==> src/logic/kernel_axi_pkg.sv <==
`default_nettype none

package kernel_axi_pkg;

  localparam int AXI_ADDR_W = 64;
  localparam int AXI_DATA_W = 128;
  localparam int AXI_STRB_W = 16;
  localparam int AXI_ID_W   = 4;
  localparam int AXI_SIZE_W = 3;
  localparam int AXI_RESP_W = 2;
  localparam int AXI_LEN_W  = 8;

  localparam logic [1:0]          AXI_BURST_INCR = 2'd1;
  localparam logic [AXI_ID_W-1:0] AXI_AW_ID      = 4'd1; // id of every write burst

  localparam int STAGE_W = 256;

  typedef struct packed {
    logic [STAGE_W-AXI_SIZE_W-AXI_ADDR_W-1:0] rsvd;
    logic [AXI_SIZE_W-1:0]                    size;
    logic [AXI_ADDR_W-1:0]                    addr; // dwords 0 and 1
  } aw_entry_t;

  typedef struct packed {
    logic [STAGE_W-AXI_STRB_W-AXI_DATA_W-1:0] rsvd;
    logic [AXI_STRB_W-1:0]                    strb; // dword 4, low half
    logic [AXI_DATA_W-1:0]                    data;
  } w_entry_t;

  typedef struct packed {
    logic [STAGE_W-AXI_ID_W-AXI_RESP_W-1:0] rsvd;
    logic [AXI_ID_W-1:0]                    id;
    logic [AXI_RESP_W-1:0]                  resp; // bits 1:0 of dword 0
  } b_entry_t;

  // one staging word, three views
  typedef union packed {
    aw_entry_t aw;
    w_entry_t  w;
    b_entry_t  b;
  } stage_u;

endpackage

`default_nettype wire

==> src/logic/kernel_host_pkg.sv <==
`default_nettype none

package kernel_host_pkg;

  localparam int HOST_ADDR_W = 15;
  localparam int HOST_DATA_W = 32;

  // staging word, one dword each
  localparam logic [HOST_ADDR_W-1:0] REG_STAGE0 = 15'h000;
  localparam logic [HOST_ADDR_W-1:0] REG_STAGE1 = 15'h004;
  localparam logic [HOST_ADDR_W-1:0] REG_STAGE2 = 15'h008;
  localparam logic [HOST_ADDR_W-1:0] REG_STAGE3 = 15'h00C;
  localparam logic [HOST_ADDR_W-1:0] REG_STAGE4 = 15'h010;
  localparam logic [HOST_ADDR_W-1:0] REG_STAGE5 = 15'h014;
  localparam logic [HOST_ADDR_W-1:0] REG_STAGE6 = 15'h018;
  localparam logic [HOST_ADDR_W-1:0] REG_STAGE7 = 15'h01C;

  localparam logic [HOST_ADDR_W-1:0] REG_AW_PUSH  = 15'h020;
  localparam logic [HOST_ADDR_W-1:0] REG_W_PUSH   = 15'h030;
  localparam logic [HOST_ADDR_W-1:0] REG_B_STATUS = 15'h050;
  localparam logic [HOST_ADDR_W-1:0] REG_B_POP    = 15'h054;

  localparam logic [HOST_ADDR_W-1:0] REG_CMD_LBA     = 15'h100;
  localparam logic [HOST_ADDR_W-1:0] REG_CMD_DPTR    = 15'h104;
  localparam logic [HOST_ADDR_W-1:0] REG_CMD_CTRL    = 15'h108;
  localparam logic [HOST_ADDR_W-1:0] REG_SQ_DOORBELL = 15'h110; // write submits, read pops
  localparam logic [HOST_ADDR_W-1:0] REG_SQ_PTRS     = 15'h114;
  localparam logic [HOST_ADDR_W-1:0] REG_SQ_ENTRY    = 15'h120; // sixteen dwords of the head entry

  // nvme submission entry
  localparam int CMD_W       = 512;
  localparam int CMD_DW_CDW0 = 0;
  localparam int CMD_DW_NSID = 1;
  localparam int CMD_DW_DPTR = 6;
  localparam int CMD_DW_LBA  = 10;

  localparam logic [HOST_DATA_W-1:0] CMD_NSID_VALUE = 32'd1;

  localparam int CID_W = 16;

endpackage

`default_nettype wire

==> src/logic/axi_write_port.sv <==
`timescale 1ns/1ps
`default_nettype none

module axi_write_port #(
  parameter int AXI_Q_DEPTH = 8
) (
  input  logic                                  clk,
  input  logic                                  rstn,
  input  logic                                  aw_push,
  input  logic                                  w_push,
  input  kernel_axi_pkg::stage_u                stage,
  input  logic                                  b_pop,
  output logic                                  b_valid,
  output kernel_axi_pkg::b_entry_t              b_entry,
  output logic [kernel_axi_pkg::AXI_ADDR_W-1:0] awaddr,
  output logic [kernel_axi_pkg::AXI_SIZE_W-1:0] awsize,
  output logic [1:0]                            awburst,
  output logic [kernel_axi_pkg::AXI_ID_W-1:0]   awid,
  output logic [kernel_axi_pkg::AXI_LEN_W-1:0]  awlen,
  output logic                                  awvalid,
  input  logic                                  awready,
  output logic [kernel_axi_pkg::AXI_DATA_W-1:0] wdata,
  output logic [kernel_axi_pkg::AXI_STRB_W-1:0] wstrb,
  output logic                                  wlast,
  output logic                                  wvalid,
  input  logic                                  wready,
  input  logic [kernel_axi_pkg::AXI_ID_W-1:0]   bid,
  input  logic [kernel_axi_pkg::AXI_RESP_W-1:0] bresp,
  input  logic                                  bvalid,
  output logic                                  bready
);

  import kernel_axi_pkg::*;

  localparam int AW_Q_W = AXI_SIZE_W + AXI_ADDR_W;
  localparam int W_Q_W  = AXI_STRB_W + AXI_DATA_W;
  localparam int B_Q_W  = AXI_ID_W + AXI_RESP_W;

  logic [AW_Q_W-1:0] aw_q_rdata;
  logic [W_Q_W-1:0]  w_q_rdata;
  logic [B_Q_W-1:0]  b_q_rdata;

  queue_fifo #(.WIDTH(AW_Q_W), .DEPTH(AXI_Q_DEPTH)) i_aw_q (
    .clk    (clk),
    .rstn   (rstn),
    .wvalid (aw_push),
    .wdata  ({stage.aw.size, stage.aw.addr}),
    .wready (),
    .rvalid (awvalid),
    .rdata  (aw_q_rdata),
    .rready (awready)
  );

  queue_fifo #(.WIDTH(W_Q_W), .DEPTH(AXI_Q_DEPTH)) i_w_q (
    .clk    (clk),
    .rstn   (rstn),
    .wvalid (w_push),
    .wdata  ({stage.w.strb, stage.w.data}),
    .wready (),
    .rvalid (wvalid),
    .rdata  (w_q_rdata),
    .rready (wready)
  );

  queue_fifo #(.WIDTH(B_Q_W), .DEPTH(AXI_Q_DEPTH)) i_b_q (
    .clk    (clk),
    .rstn   (rstn),
    .wvalid (bvalid),
    .wdata  ({bid, bresp}),
    .wready (bready), // stall responses only when full
    .rvalid (b_valid),
    .rdata  (b_q_rdata),
    .rready (b_pop)
  );

  assign {awsize, awaddr} = aw_q_rdata;
  assign {wstrb, wdata}   = w_q_rdata;
  assign awburst = AXI_BURST_INCR;
  assign awid    = AXI_AW_ID;
  assign awlen   = '0; // single beat bursts
  assign wlast   = 1'b1;

  always_comb begin
    b_entry = '0;
    {b_entry.id, b_entry.resp} = b_q_rdata;
  end

endmodule

`default_nettype wire

==> src/logic/host_regs.sv <==
`timescale 1ns/1ps
`default_nettype none

module host_regs (
  input  logic                                      clk,
  input  logic                                      rstn,
  input  logic [kernel_host_pkg::HOST_ADDR_W-1:0]   host_addr,
  input  logic [kernel_host_pkg::HOST_DATA_W-1:0]   host_din,
  input  logic                                      host_en,
  input  logic [kernel_host_pkg::HOST_DATA_W/8-1:0] host_we,
  output logic [kernel_host_pkg::HOST_DATA_W-1:0]   host_dout,
  output logic                                      aw_push,
  output logic                                      w_push,
  output logic                                      b_pop,
  output kernel_axi_pkg::stage_u                    stage,
  input  logic                                      b_valid,
  input  kernel_axi_pkg::b_entry_t                  b_entry,
  output logic [kernel_host_pkg::HOST_DATA_W-1:0]   cmd_din,
  output logic                                      lba_we,
  output logic                                      dptr_we,
  output logic                                      ctrl_we,
  output logic                                      submit,
  output logic                                      sq_pop,
  input  logic                                      sq_valid,
  input  logic [kernel_host_pkg::CMD_W-1:0]         sq_head,
  input  logic [kernel_host_pkg::CID_W-1:0]         command_id,
  input  logic [kernel_host_pkg::CID_W-1:0]         head_ptr
);

  import kernel_axi_pkg::*;
  import kernel_host_pkg::*;

  localparam int WIN_W = $clog2(CMD_W / HOST_DATA_W);

  logic                   wr_cyc;
  logic                   rd_cyc;
  logic                   stage_hit;
  logic [2:0]             stage_idx;
  logic [HOST_ADDR_W-1:0] win_off;
  logic                   win_hit;
  logic [WIN_W-1:0]       win_idx;
  logic                   rd_hit;
  logic [HOST_DATA_W-1:0] rd_data;

  assign wr_cyc    = host_en && (host_we != '0);
  assign rd_cyc    = host_en && (host_we == '0);
  assign stage_idx = host_addr[4:2];
  assign win_off   = host_addr - REG_SQ_ENTRY;
  assign win_hit   = (host_addr >= REG_SQ_ENTRY) && (win_off < HOST_ADDR_W'(CMD_W / 8));
  assign win_idx   = win_off[WIN_W+1:2];

  always_comb begin
    case (host_addr)
      REG_STAGE0, REG_STAGE1, REG_STAGE2, REG_STAGE3,
      REG_STAGE4, REG_STAGE5, REG_STAGE6, REG_STAGE7: stage_hit = 1'b1;
      default: stage_hit = 1'b0;
    endcase
  end

  // read select, unmapped reads leave host_dout alone
  always_comb begin
    rd_hit  = 1'b1;
    rd_data = '0;
    if (stage_hit) begin
      rd_data = stage[stage_idx*HOST_DATA_W +: HOST_DATA_W];
    end else if (host_addr == REG_B_STATUS) begin
      rd_data = HOST_DATA_W'(b_valid);
    end else if (host_addr == REG_SQ_DOORBELL) begin
      rd_data = sq_head[CMD_DW_CDW0*HOST_DATA_W +: HOST_DATA_W];
    end else if (host_addr == REG_SQ_PTRS) begin
      rd_data = {command_id, head_ptr};
    end else if (win_hit) begin
      rd_data = sq_head[win_idx*HOST_DATA_W +: HOST_DATA_W];
    end else begin
      rd_hit = 1'b0;
    end
  end

  always_ff @(posedge clk or negedge rstn) begin
    if (!rstn) begin
      aw_push   <= 1'b0;
      w_push    <= 1'b0;
      b_pop     <= 1'b0;
      lba_we    <= 1'b0;
      dptr_we   <= 1'b0;
      ctrl_we   <= 1'b0;
      submit    <= 1'b0;
      sq_pop    <= 1'b0;
      host_dout <= '0;
    end else begin
      aw_push <= wr_cyc && (host_addr == REG_AW_PUSH);
      w_push  <= wr_cyc && (host_addr == REG_W_PUSH);
      b_pop   <= wr_cyc && (host_addr == REG_B_POP);
      lba_we  <= wr_cyc && (host_addr == REG_CMD_LBA);
      dptr_we <= wr_cyc && (host_addr == REG_CMD_DPTR);
      ctrl_we <= wr_cyc && (host_addr == REG_CMD_CTRL);
      submit  <= wr_cyc && (host_addr == REG_SQ_DOORBELL);
      sq_pop  <= rd_cyc && (host_addr == REG_SQ_DOORBELL) && sq_valid;
      if (rd_cyc && rd_hit) begin
        host_dout <= rd_data;
      end
    end
  end

  always_ff @(posedge clk) begin
    if (wr_cyc) begin
      cmd_din <= host_din; // lines up with the command strobes
    end
    if (wr_cyc && stage_hit) begin
      stage[stage_idx*HOST_DATA_W +: HOST_DATA_W] <= host_din;
    end else if (wr_cyc && (host_addr == REG_B_POP) && b_valid) begin
      stage.b <= b_entry; // head response, popped next cycle
    end
  end

endmodule

`default_nettype wire

==> src/logic/kernel_top.sv <==
`timescale 1ns/1ps
`default_nettype none

module kernel_top #(
  parameter int AXI_Q_DEPTH = 8,
  parameter int SQ_DEPTH    = 4
) (
  input  logic                                      clk,
  input  logic                                      rstn,
  input  logic [kernel_host_pkg::HOST_ADDR_W-1:0]   host_addr,
  input  logic [kernel_host_pkg::HOST_DATA_W-1:0]   host_din,
  output logic [kernel_host_pkg::HOST_DATA_W-1:0]   host_dout,
  input  logic                                      host_en,
  input  logic [kernel_host_pkg::HOST_DATA_W/8-1:0] host_we,
  output logic [kernel_axi_pkg::AXI_ADDR_W-1:0]     awaddr,
  output logic [kernel_axi_pkg::AXI_SIZE_W-1:0]     awsize,
  output logic [1:0]                                awburst,
  output logic [kernel_axi_pkg::AXI_ID_W-1:0]       awid,
  output logic [kernel_axi_pkg::AXI_LEN_W-1:0]      awlen,
  output logic                                      awvalid,
  input  logic                                      awready,
  output logic [kernel_axi_pkg::AXI_DATA_W-1:0]     wdata,
  output logic [kernel_axi_pkg::AXI_STRB_W-1:0]     wstrb,
  output logic                                      wlast,
  output logic                                      wvalid,
  input  logic                                      wready,
  input  logic [kernel_axi_pkg::AXI_ID_W-1:0]       bid,
  input  logic [kernel_axi_pkg::AXI_RESP_W-1:0]     bresp,
  input  logic                                      bvalid,
  output logic                                      bready
);

  import kernel_axi_pkg::*;
  import kernel_host_pkg::*;

  logic                   aw_push;
  logic                   w_push;
  logic                   b_pop;
  stage_u                 stage;
  logic                   b_valid;
  b_entry_t               b_entry;
  logic [HOST_DATA_W-1:0] cmd_din;
  logic                   lba_we;
  logic                   dptr_we;
  logic                   ctrl_we;
  logic                   submit;
  logic                   sq_pop;
  logic                   sq_valid;
  logic [CMD_W-1:0]       sq_head;
  logic [CID_W-1:0]       command_id;
  logic [CID_W-1:0]       head_ptr;

  host_regs i_host_regs (
    .clk        (clk),
    .rstn       (rstn),
    .host_addr  (host_addr),
    .host_din   (host_din),
    .host_en    (host_en),
    .host_we    (host_we),
    .host_dout  (host_dout),
    .aw_push    (aw_push),
    .w_push     (w_push),
    .b_pop      (b_pop),
    .stage      (stage),
    .b_valid    (b_valid),
    .b_entry    (b_entry),
    .cmd_din    (cmd_din),
    .lba_we     (lba_we),
    .dptr_we    (dptr_we),
    .ctrl_we    (ctrl_we),
    .submit     (submit),
    .sq_pop     (sq_pop),
    .sq_valid   (sq_valid),
    .sq_head    (sq_head),
    .command_id (command_id),
    .head_ptr   (head_ptr)
  );

  axi_write_port #(.AXI_Q_DEPTH(AXI_Q_DEPTH)) i_axi_write_port (
    .clk     (clk),
    .rstn    (rstn),
    .aw_push (aw_push),
    .w_push  (w_push),
    .stage   (stage),
    .b_pop   (b_pop),
    .b_valid (b_valid),
    .b_entry (b_entry),
    .awaddr  (awaddr),
    .awsize  (awsize),
    .awburst (awburst),
    .awid    (awid),
    .awlen   (awlen),
    .awvalid (awvalid),
    .awready (awready),
    .wdata   (wdata),
    .wstrb   (wstrb),
    .wlast   (wlast),
    .wvalid  (wvalid),
    .wready  (wready),
    .bid     (bid),
    .bresp   (bresp),
    .bvalid  (bvalid),
    .bready  (bready)
  );

  nvme_cmd_builder #(.SQ_DEPTH(SQ_DEPTH)) i_nvme_cmd_builder (
    .clk        (clk),
    .rstn       (rstn),
    .cmd_din    (cmd_din),
    .lba_we     (lba_we),
    .dptr_we    (dptr_we),
    .ctrl_we    (ctrl_we),
    .submit     (submit),
    .sq_pop     (sq_pop),
    .sq_valid   (sq_valid),
    .sq_head    (sq_head),
    .command_id (command_id),
    .head_ptr   (head_ptr)
  );

endmodule

`default_nettype wire

==> src/logic/nvme_cmd_builder.sv <==
`timescale 1ns/1ps
`default_nettype none

module nvme_cmd_builder #(
  parameter int SQ_DEPTH = 4
) (
  input  logic                                    clk,
  input  logic                                    rstn,
  input  logic [kernel_host_pkg::HOST_DATA_W-1:0] cmd_din,
  input  logic                                    lba_we,
  input  logic                                    dptr_we,
  input  logic                                    ctrl_we,
  input  logic                                    submit,
  input  logic                                    sq_pop,
  output logic                                    sq_valid,
  output logic [kernel_host_pkg::CMD_W-1:0]       sq_head,
  output logic [kernel_host_pkg::CID_W-1:0]       command_id,
  output logic [kernel_host_pkg::CID_W-1:0]       head_ptr
);

  import kernel_host_pkg::*;

  logic [HOST_DATA_W-1:0] cdw0;
  logic [HOST_DATA_W-1:0] dptr;
  logic [HOST_DATA_W-1:0] lba;
  logic [CMD_W-1:0]       command;
  logic                   sq_ready;

  always_ff @(posedge clk) begin
    if (lba_we) begin
      lba <= cmd_din;
    end
    if (dptr_we) begin
      dptr <= cmd_din;
    end
    if (ctrl_we) begin
      lba[31:16] <= cmd_din[31:16]; // nlb
      cdw0       <= {command_id, 8'h00, cmd_din[7:0]}; // cid and opcode
    end
  end

  always_comb begin
    command = '0;
    command[CMD_DW_CDW0*HOST_DATA_W +: HOST_DATA_W] = cdw0;
    command[CMD_DW_NSID*HOST_DATA_W +: HOST_DATA_W] = CMD_NSID_VALUE;
    command[CMD_DW_DPTR*HOST_DATA_W +: HOST_DATA_W] = dptr;
    command[CMD_DW_LBA*HOST_DATA_W +: HOST_DATA_W]  = lba;
  end

  // counters move only on an accepted submit
  always_ff @(posedge clk or negedge rstn) begin
    if (!rstn) begin
      command_id <= '0;
      head_ptr   <= '0;
    end else if (submit && sq_ready) begin
      command_id <= command_id + 1'b1;
      head_ptr   <= head_ptr + 1'b1;
    end
  end

  queue_fifo #(.WIDTH(CMD_W), .DEPTH(SQ_DEPTH)) i_sq (
    .clk    (clk),
    .rstn   (rstn),
    .wvalid (submit),
    .wdata  (command),
    .wready (sq_ready),
    .rvalid (sq_valid),
    .rdata  (sq_head),
    .rready (sq_pop)
  );

endmodule

`default_nettype wire

==> src/logic/queue_fifo.sv <==
`timescale 1ns/1ps
`default_nettype none

module queue_fifo #(
  parameter int WIDTH = 8,
  parameter int DEPTH = 4
) (
  input  logic             clk,
  input  logic             rstn,
  input  logic             wvalid,
  input  logic [WIDTH-1:0] wdata,
  output logic             wready,
  output logic             rvalid,
  output logic [WIDTH-1:0] rdata,
  input  logic             rready
);

  localparam int PTR_W = (DEPTH > 1) ? $clog2(DEPTH) : 1;
  localparam int CNT_W = $clog2(DEPTH + 1);

  logic [WIDTH-1:0] mem [DEPTH];
  logic [PTR_W-1:0] wr_ptr;
  logic [PTR_W-1:0] rd_ptr;
  logic [CNT_W-1:0] count;
  logic             push;
  logic             pop;

  assign wready = (count != CNT_W'(DEPTH));
  assign rvalid = (count != '0);
  assign rdata  = mem[rd_ptr]; // head slot falls through
  assign push   = wvalid && wready;
  assign pop    = rvalid && rready;

  always_ff @(posedge clk) begin
    if (push) begin
      mem[wr_ptr] <= wdata;
    end
  end

  always_ff @(posedge clk or negedge rstn) begin
    if (!rstn) begin
      wr_ptr <= '0;
      rd_ptr <= '0;
      count  <= '0;
    end else begin
      if (push) begin
        wr_ptr <= (wr_ptr == PTR_W'(DEPTH - 1)) ? '0 : wr_ptr + 1'b1;
      end
      if (pop) begin
        rd_ptr <= (rd_ptr == PTR_W'(DEPTH - 1)) ? '0 : rd_ptr + 1'b1;
      end
      case ({push, pop})
        2'b10:   count <= count + 1'b1;
        2'b01:   count <= count - 1'b1;
        default: count <= count; // both or neither
      endcase
    end
  end

endmodule

`default_nettype wire

==> config.mk <==
export PLATFORM = sky130hd
export DESIGN_NAME = kernel_top
export DESIGN_NICKNAME = d
export VERILOG_FILES = /design/src/logic/kernel_axi_pkg.sv /design/src/logic/kernel_host_pkg.sv /design/src/logic/axi_write_port.sv /design/src/logic/host_regs.sv /design/src/logic/kernel_top.sv /design/src/logic/nvme_cmd_builder.sv /design/src/logic/queue_fifo.sv
export SDC_FILE = /design/constraint.sdc
export NUM_CORES = 2
export LEC_CHECK = 0
export BUFFER_PORTS_ARGS = -buffer_cell sky130_fd_sc_hd__buf_2
export CAP_MARGIN = 20
export CORE_ASPECT_RATIO = 0.7
export CORE_UTILIZATION = 50
export DETAILED_ROUTE_END_ITERATION = 16
export GPL_ROUTABILITY_DRIVEN = 0
export MAX_ROUTING_LAYER = met4
export PLACE_DENSITY = 0.68
export REMOVE_ABC_BUFFERS = 1
export SYNTH_ARGS = -nofsm -noshare
export SYNTH_HDL_FRONTEND = slang
export SYNTH_SLANG_ARGS = --single-unit
export TNS_END_PERCENT = 10
==> constraint.sdc <==
create_clock -name clk -period 31.8 [get_ports clk]
set_input_delay 3.18 -clock clk [delete_from_list [all_inputs] [get_ports clk]]
set_output_delay 3.18 -clock clk [all_outputs]
set_load 0.005 [all_outputs]
* Word level (Yosys, flattened, before mapping)
Memory sizes are Yosys's and may differ from the RTL's. Index checks and enable logic that the tools add are counted.
Storage, ports and cells: input bits 63, memory bits (writable) 2088, word-level logic and storage cells 161, output and inout port bits 261, ROM bits 32, register bits 485, memories kept 5
Memory list:
- i_axi_write_port.i_w_q.mem | depth 8, width 144, read ports 1, clocked after memory_dff 0, wr ports 1, line queue_fifo.sv:21 | logic [WIDTH-1:0] mem [DEPTH];
- i_axi_write_port.i_aw_q.mem | depth 8, width 67, read ports 1, clocked after memory_dff 0, wr ports 1, line queue_fifo.sv:21
- i_nvme_cmd_builder.i_sq.mem | depth 4, width 88, read ports 1, clocked after memory_dff 0, wr ports 1, line queue_fifo.sv:21
- i_axi_write_port.i_b_q.mem | depth 8, width 6, read ports 1, clocked after memory_dff 0, wr ports 1, line queue_fifo.sv:21
- (no name shown) | depth 32, width 1, read ports 1, clocked after memory_dff 0, wr ports 0, line host_regs.sv:53 | case (host_addr)
Cells by class: multiplexer cells 36, eq/ne operators 29, reduce and logical (&&, ||, !) cells 36, shift operators 4, add/sub/neg operators 20, order comparisons 2
Operators with widths (number):
- $mux 256 | 2
- $shiftx 512x10->32 | 1
- $bwmux 256 | 1
- $shift 32x34->256 const A | 1
- $shiftx 256x9->32 | 1
- $shiftx 32x34->256 | 1
- $mux 32 | 6
- $eq 15x9->1 const B | 5
- $neg 8->34 | 1
- $add 16x1->16 const B | 2
- $eq 15x6->1 const B | 2
- $eq 15x7->1 const B | 2
- $pmux 4 s2 | 3
- $logic_and 1x1->1 | 23
- $add 3x1->3 const B | 7
- $eq 3x3->1 const B | 6
- $mux 3 | 6
- $mux 16 | 1
- $reduce_bool 4->1 | 4
- $ge 15x9->1 const B | 1
- $lt 15x7->1 const B | 1
- $sub 15x9->15 const B | 1
- $mux 1 | 14
- $add 4x1->4 const B | 3
- 13 further kinds | 32

* Logic depth before layout (Yosys ltp)
depth after elaboration 9, gate-level depth with buffers 13, gate-level depth less buffers 11

* Modules after synthesis
From an unflattened synthesis, not the netlist that was laid out.
Second synthesis, totals: cell total of the unflattened synthesis 7309, area, all modules 167540.7 sq um
By module, submodules not included:
- queue_fifo (i_nvme_cmd_builder.i_sq) | cells each 2714, instances 1, area each 74353.8 sq um
- queue_fifo (i_axi_write_port.i_w_q) | cells each 1729, instances 1, area each 43807.0 sq um
- queue_fifo (i_axi_write_port.i_aw_q) | cells each 842, instances 1, area each 20758.7 sq um
- host_regs | cells each 1390, instances 1, area each 19839.0 sq um
- nvme_cmd_builder | cells each 232, instances 1, area each 4244.1 sq um
- queue_fifo (i_axi_write_port.i_b_q) | cells each 135, instances 1, area each 2541.2 sq um
- axi_write_port | cells each 267, instances 1, area each 1996.9 sq um

* Least setup slack after synthesis
Ideal clock, no wire load.
path type reg2reg, start register i_axi_write_port.i_w_q.count[0], end memory i_axi_write_port.i_w_q.mem[0][0] in the netlist's numbering, enable pin, period minus slack after synthesis 11.508 ns, arrival 10.684 ns, stages on the path, launching flop included 6, setup time 0.824 ns, slack 20.292 ns, path through dfrtp_1 -> nor3_1 -> nand2_1 -> nand2_1 -> or2_2 -> nor3_1
Between the ends: word-level cells in the longest chain between the ends 4
RTL lines:
- from (decl) | line queue_fifo.sv:24 | logic [CNT_W-1:0] count;
- from (signal assigned) | line queue_fifo.sv:53 | 2'b10: count <= count + 1'b1;
- from (signal assigned) | line queue_fifo.sv:54 | 2'b01: count <= count - 1'b1;
- from (signal assigned) | line queue_fifo.sv:55 | default: count <= count;
- $ne 4x4->1 | line queue_fifo.sv:28 | assign wready = (count != CNT_W'(DEPTH));
- $logic_and 1x1->1 | line queue_fifo.sv:31 | assign push = wvalid && wready;
- $mux 1 | line queue_fifo.sv:35 | if (push) begin
- $mux 1 (implied by the code) | line queue_fifo.sv:36 | mem[wr_ptr] <= wdata;
- to (decl) | line queue_fifo.sv:21
No other way between the ends.

* Worst setup path after layout
start register i_axi_write_port.i_w_q.rd_ptr[0], end output wdata[35] in the netlist's numbering
Between the ends: word-level cells in the longest chain between the ends 1
RTL lines:
- from (decl) | line queue_fifo.sv:23 | logic [PTR_W-1:0] rd_ptr;
- from (signal assigned) | line queue_fifo.sv:50 | rd_ptr <= (rd_ptr == PTR_W'(DEPTH - 1)) ? '0 : rd_ptr + 1'b1;
- $mem_v2 8x144
- to (decl) | line kernel_top.sv:22 | output logic [kernel_axi_pkg::AXI_DATA_W-1:0] wdata,
No other way between the ends.

==> metrics <==
clk root buf clkbuf_16; Clock Skew just over 0.1 ns; worst setup path start i_axi_write_port.i_w_q.rd_ptr[0]; number of routed nets with antenna violations 0; dpl hpwl 140000 µm; Psw 0.00189 W; Worst slew margin 23.0%; # resized after CTS 0; Worst Tran Pin Value 1.16 ns; Die W 542 µm; final hold vios 0; hold crit path type reg2reg; DR vias/cell a little over 6; crit start category flip-flop; Crit Path Max Fanout 45; yosys warns 0; Die Ht between 300 and 400 µm; Synth-to-Final Area Change 12.0%; hold path startpoint i_host_regs.cmd_din[24]; worst setup slack after layout 23.42 ns; CP endpoint wdata[35]; dpl cells between 7000 and 8000; WP depth 6; clock buffer depth 4; Post-Layout Cell Count approximately 8400; CTS tree done; Post-Route WL 246000 µm; layout cells sized above 1 roughly 29%; Tmin final 8.38 ns; Fin Hold WS 0.370 ns; worst r2r src i_axi_write_port.i_w_q.count[0]; pre-CTS setup slack between 20 and 25 ns; Yosys top cell by area edfxtp_1; first-pass GRT wire length 358000 µm; overall power 0.00769 W; Synth async-reset ratio approximately 4.2%; row count 138; EDFF count, synth 2464; # DRC 0; post-CTS setup buffers 0; CTS buffer count 238; clk slew on worst S/H paths 0.06 ns; syn avg cell area about 20 µm²; Core Area 202000 µm²; clock share of power 36.6%; largest net degree at the start of global routing between 150 and 200; Worst-Skew Late Latency 0.91 ns; Crit path max-delay family buffers and inverters; CP required about 29 ns; Gate power share 14.4%; Crit path largest cell delay 0.90 ns; GRT Overall Usage 24.5%; Primary FF master, synth edfxtp_1; CTS sink cnt 2573; Critical Path AT 5.20 ns; switching share of total power 24.6%; Layout Nets 5612; Gate Count Post-Synth around 5200; via count 52000; Seq pwr share 49.0%; outcome finished, final reports clean; crit path kind reg2out; Starting Density roughly half; WP buf/inv 4; vias in the first global route 51800; Worst Reg2Reg Path Length in Cells 7; Peak supply drop 0.0709 mV; cell area after synthesis 102000 µm²; crit path max-delay cell type dfrtp_4; H-tree levels 4; Avg WL per Cell ~29 µm; Slew Limit Fails 0; most frequent cell after synthesis edfxtp_1; critical path cell sequence buf_4 -> buf_4 -> buf_4 -> mux4_2 -> mux2_2 -> buf_2; Max Cap Violations 0; Worst R2R End i_axi_write_port.i_w_q.mem[0][64]; full die area 206000 µm²; most common library cells after synthesis edfxtp_1 (2464), mux4_2 (586), nand2_1 (445); number of top-level pins 324; FF+latch count, synth approximately 2600; Pint just under 0.006 W; hold bufs inserted after CTS 0; initial antenna violation count 16; Critical Path Sink Type output pin; reg2reg setup slack roughly 28 ns; DR iter-0 viols 6231; Pleak 39.2 nW; fill count between 15000 and 20000; cell with the most instances on the worst path buf_4; FMAX about 0.12 GHz; First-pass DRT Iterations 5; port bufs 308; Cell Pwr Density slightly below 70 nW/µm²; setup TNS 0 ns; post-synthesis sequential area ratio 75.2%; largest cells by area after synthesis edfxtp_1 (73%), mux4_2 (13%), dfrtp_1 (2.7%); count of cell types in the netlist 61; global route overflow 0; post-synth top area share 72.5%; period utilization 26.4%; RSZ-0062 raised after global routing false; Setup-failing EPs final 0
==> worst min path at each step <==
stage,cells after the start,to,slack [ns]
after floorplan,0,i_nvme_cmd_builder.dptr[16],0.42
after global placement,0,i_nvme_cmd_builder.dptr[16],0.42
after detailed placement,0,i_nvme_cmd_builder.dptr[24],0.43
after CTS,0,i_nvme_cmd_builder.dptr[24],0.38
after global routing,0,i_nvme_cmd_builder.dptr[20],0.40
final,0,i_nvme_cmd_builder.dptr[24],0.37
==> layer usage <==
| metal | up-vias | GRT usage (%) | share of wire (%) |
|---|---|---|---|
| met4 | 0 | 7.16 | 3.0 |
| met3 | 352 | 4.00 | 8.2 |
| met5 | - | - | 0 |
| met2 | 2446 | 37.1 | 48 |
| li1 | 21700 | - | - |
| met1 | 27500 | 34.6 | 41 |
==> worst register-to-register path, cell delays in order, from the launching register on <==
cell and delay (ns):
dfrtp_1 0.41, nor3_1 0.09, nand2_1 0.12, nand2_1 0.16, or2_2 0.42, nor3_2 0.76
buf_12 0.55, buf_4 0.80
==> flip-flops by register name (all words and copies together) (netlist names), 4 cells and up <==
signal / cells
i_axi_write_port.i_w_q.mem: 1152
i_axi_write_port.i_aw_q.mem: 536
i_nvme_cmd_builder.i_sq.mem: 352
i_host_regs.stage: 256
i_axi_write_port.i_b_q.mem: 48
i_host_regs.cmd_din: 32
i_host_regs.host_dout: 32
i_nvme_cmd_builder.dptr: 32
i_nvme_cmd_builder.lba: 32
i_nvme_cmd_builder.cdw0: 24
i_nvme_cmd_builder.command_id: 16
i_nvme_cmd_builder.head_ptr: 16
i_axi_write_port.i_aw_q.count: 4
i_axi_write_port.i_b_q.count: 4
i_axi_write_port.i_w_q.count: 4
==> stage by stage <==
stage	utilization, %	area [µm²]
finish	56.5	114000
global route	56.5	114000
CTS	56.5	114000
detailed placement	52.7	107000
global placement	52.7	107000
floorplan	-	101000
==> power groups by stage <==
| stage | clock, W | combinational (W) | sequential (W) |
|---|---|---|---|
| finish | 0.00282 | 0.00111 | 0.00377 |
| global route | 0.00299 | 0.00118 | 0.00377 |
| CTS | 0.00286 | 0.00113 | 0.00377 |
| detailed placement | 0 | 0.00113 | 0.00384 |
| global placement | 0 | 0.00112 | 0.00384 |
| floorplan | 0 | 0.000803 | 0.00399 |
==> cells by family after synthesis <==
group | Yosys count | synth area share (%)
DFF | 2573 | 75.2
and+or+nand+nor | 835 | 3.72
muxes | 823 | 15.5
AOI/OAI and AO/OA | 494 | 3.00
buffers and inverters | 404 | 1.65
xor gates and xnor gates | 45 | 0.386
adders and majority gates | 40 | 0.520
other | 2 | 0.00736
==> placed cells by master (no fill, tap or decap), drive strengths merged, types with 4 or more instances in the layout <==
cell type,n
nor2,55
dfrtp,109
xnor2,34
nor4,6
nand2b,16
and3,18
clkinvlp,8
clkinv,115
fa,4
nor2b,18
bufinv,23
and2,7
o221ai,22
xor2,11
a22oi,32
a211oi,47
nor4b,10
a2bb2oi,23
ha,36
nand4,13
nor3,20
a21oi,330
inv,46
clkbuf,290
buf,400
o32ai,9
mux4,586
diode,4
conb,15
and4,4
a21o,8
mux2i,19
o21ai,15
edfxtp,2464
nand2,445
or3,4
nor3b,5
mux2,218
nand3,207
==> final cells by class <==
class | instances | area, µm² | share of cell area [%]
Sequential cell | 2573 | 76700 | 67.1
Multi-Input combinational cell | 2252 | 23900 | 20.9
Clock buffer | 290 | 6190 | 5.42
Tap cell | 2730 | 3420 | 2.99
Timing Repair Buffer | 400 | 2430 | 2.13
Clock inverter | 148 | 1420 | 1.24
Inverter | 44 | 165 | 0.144
Antenna cell | 4 | 10.0 | 0.00876
(Power assumes the default switching activity.)
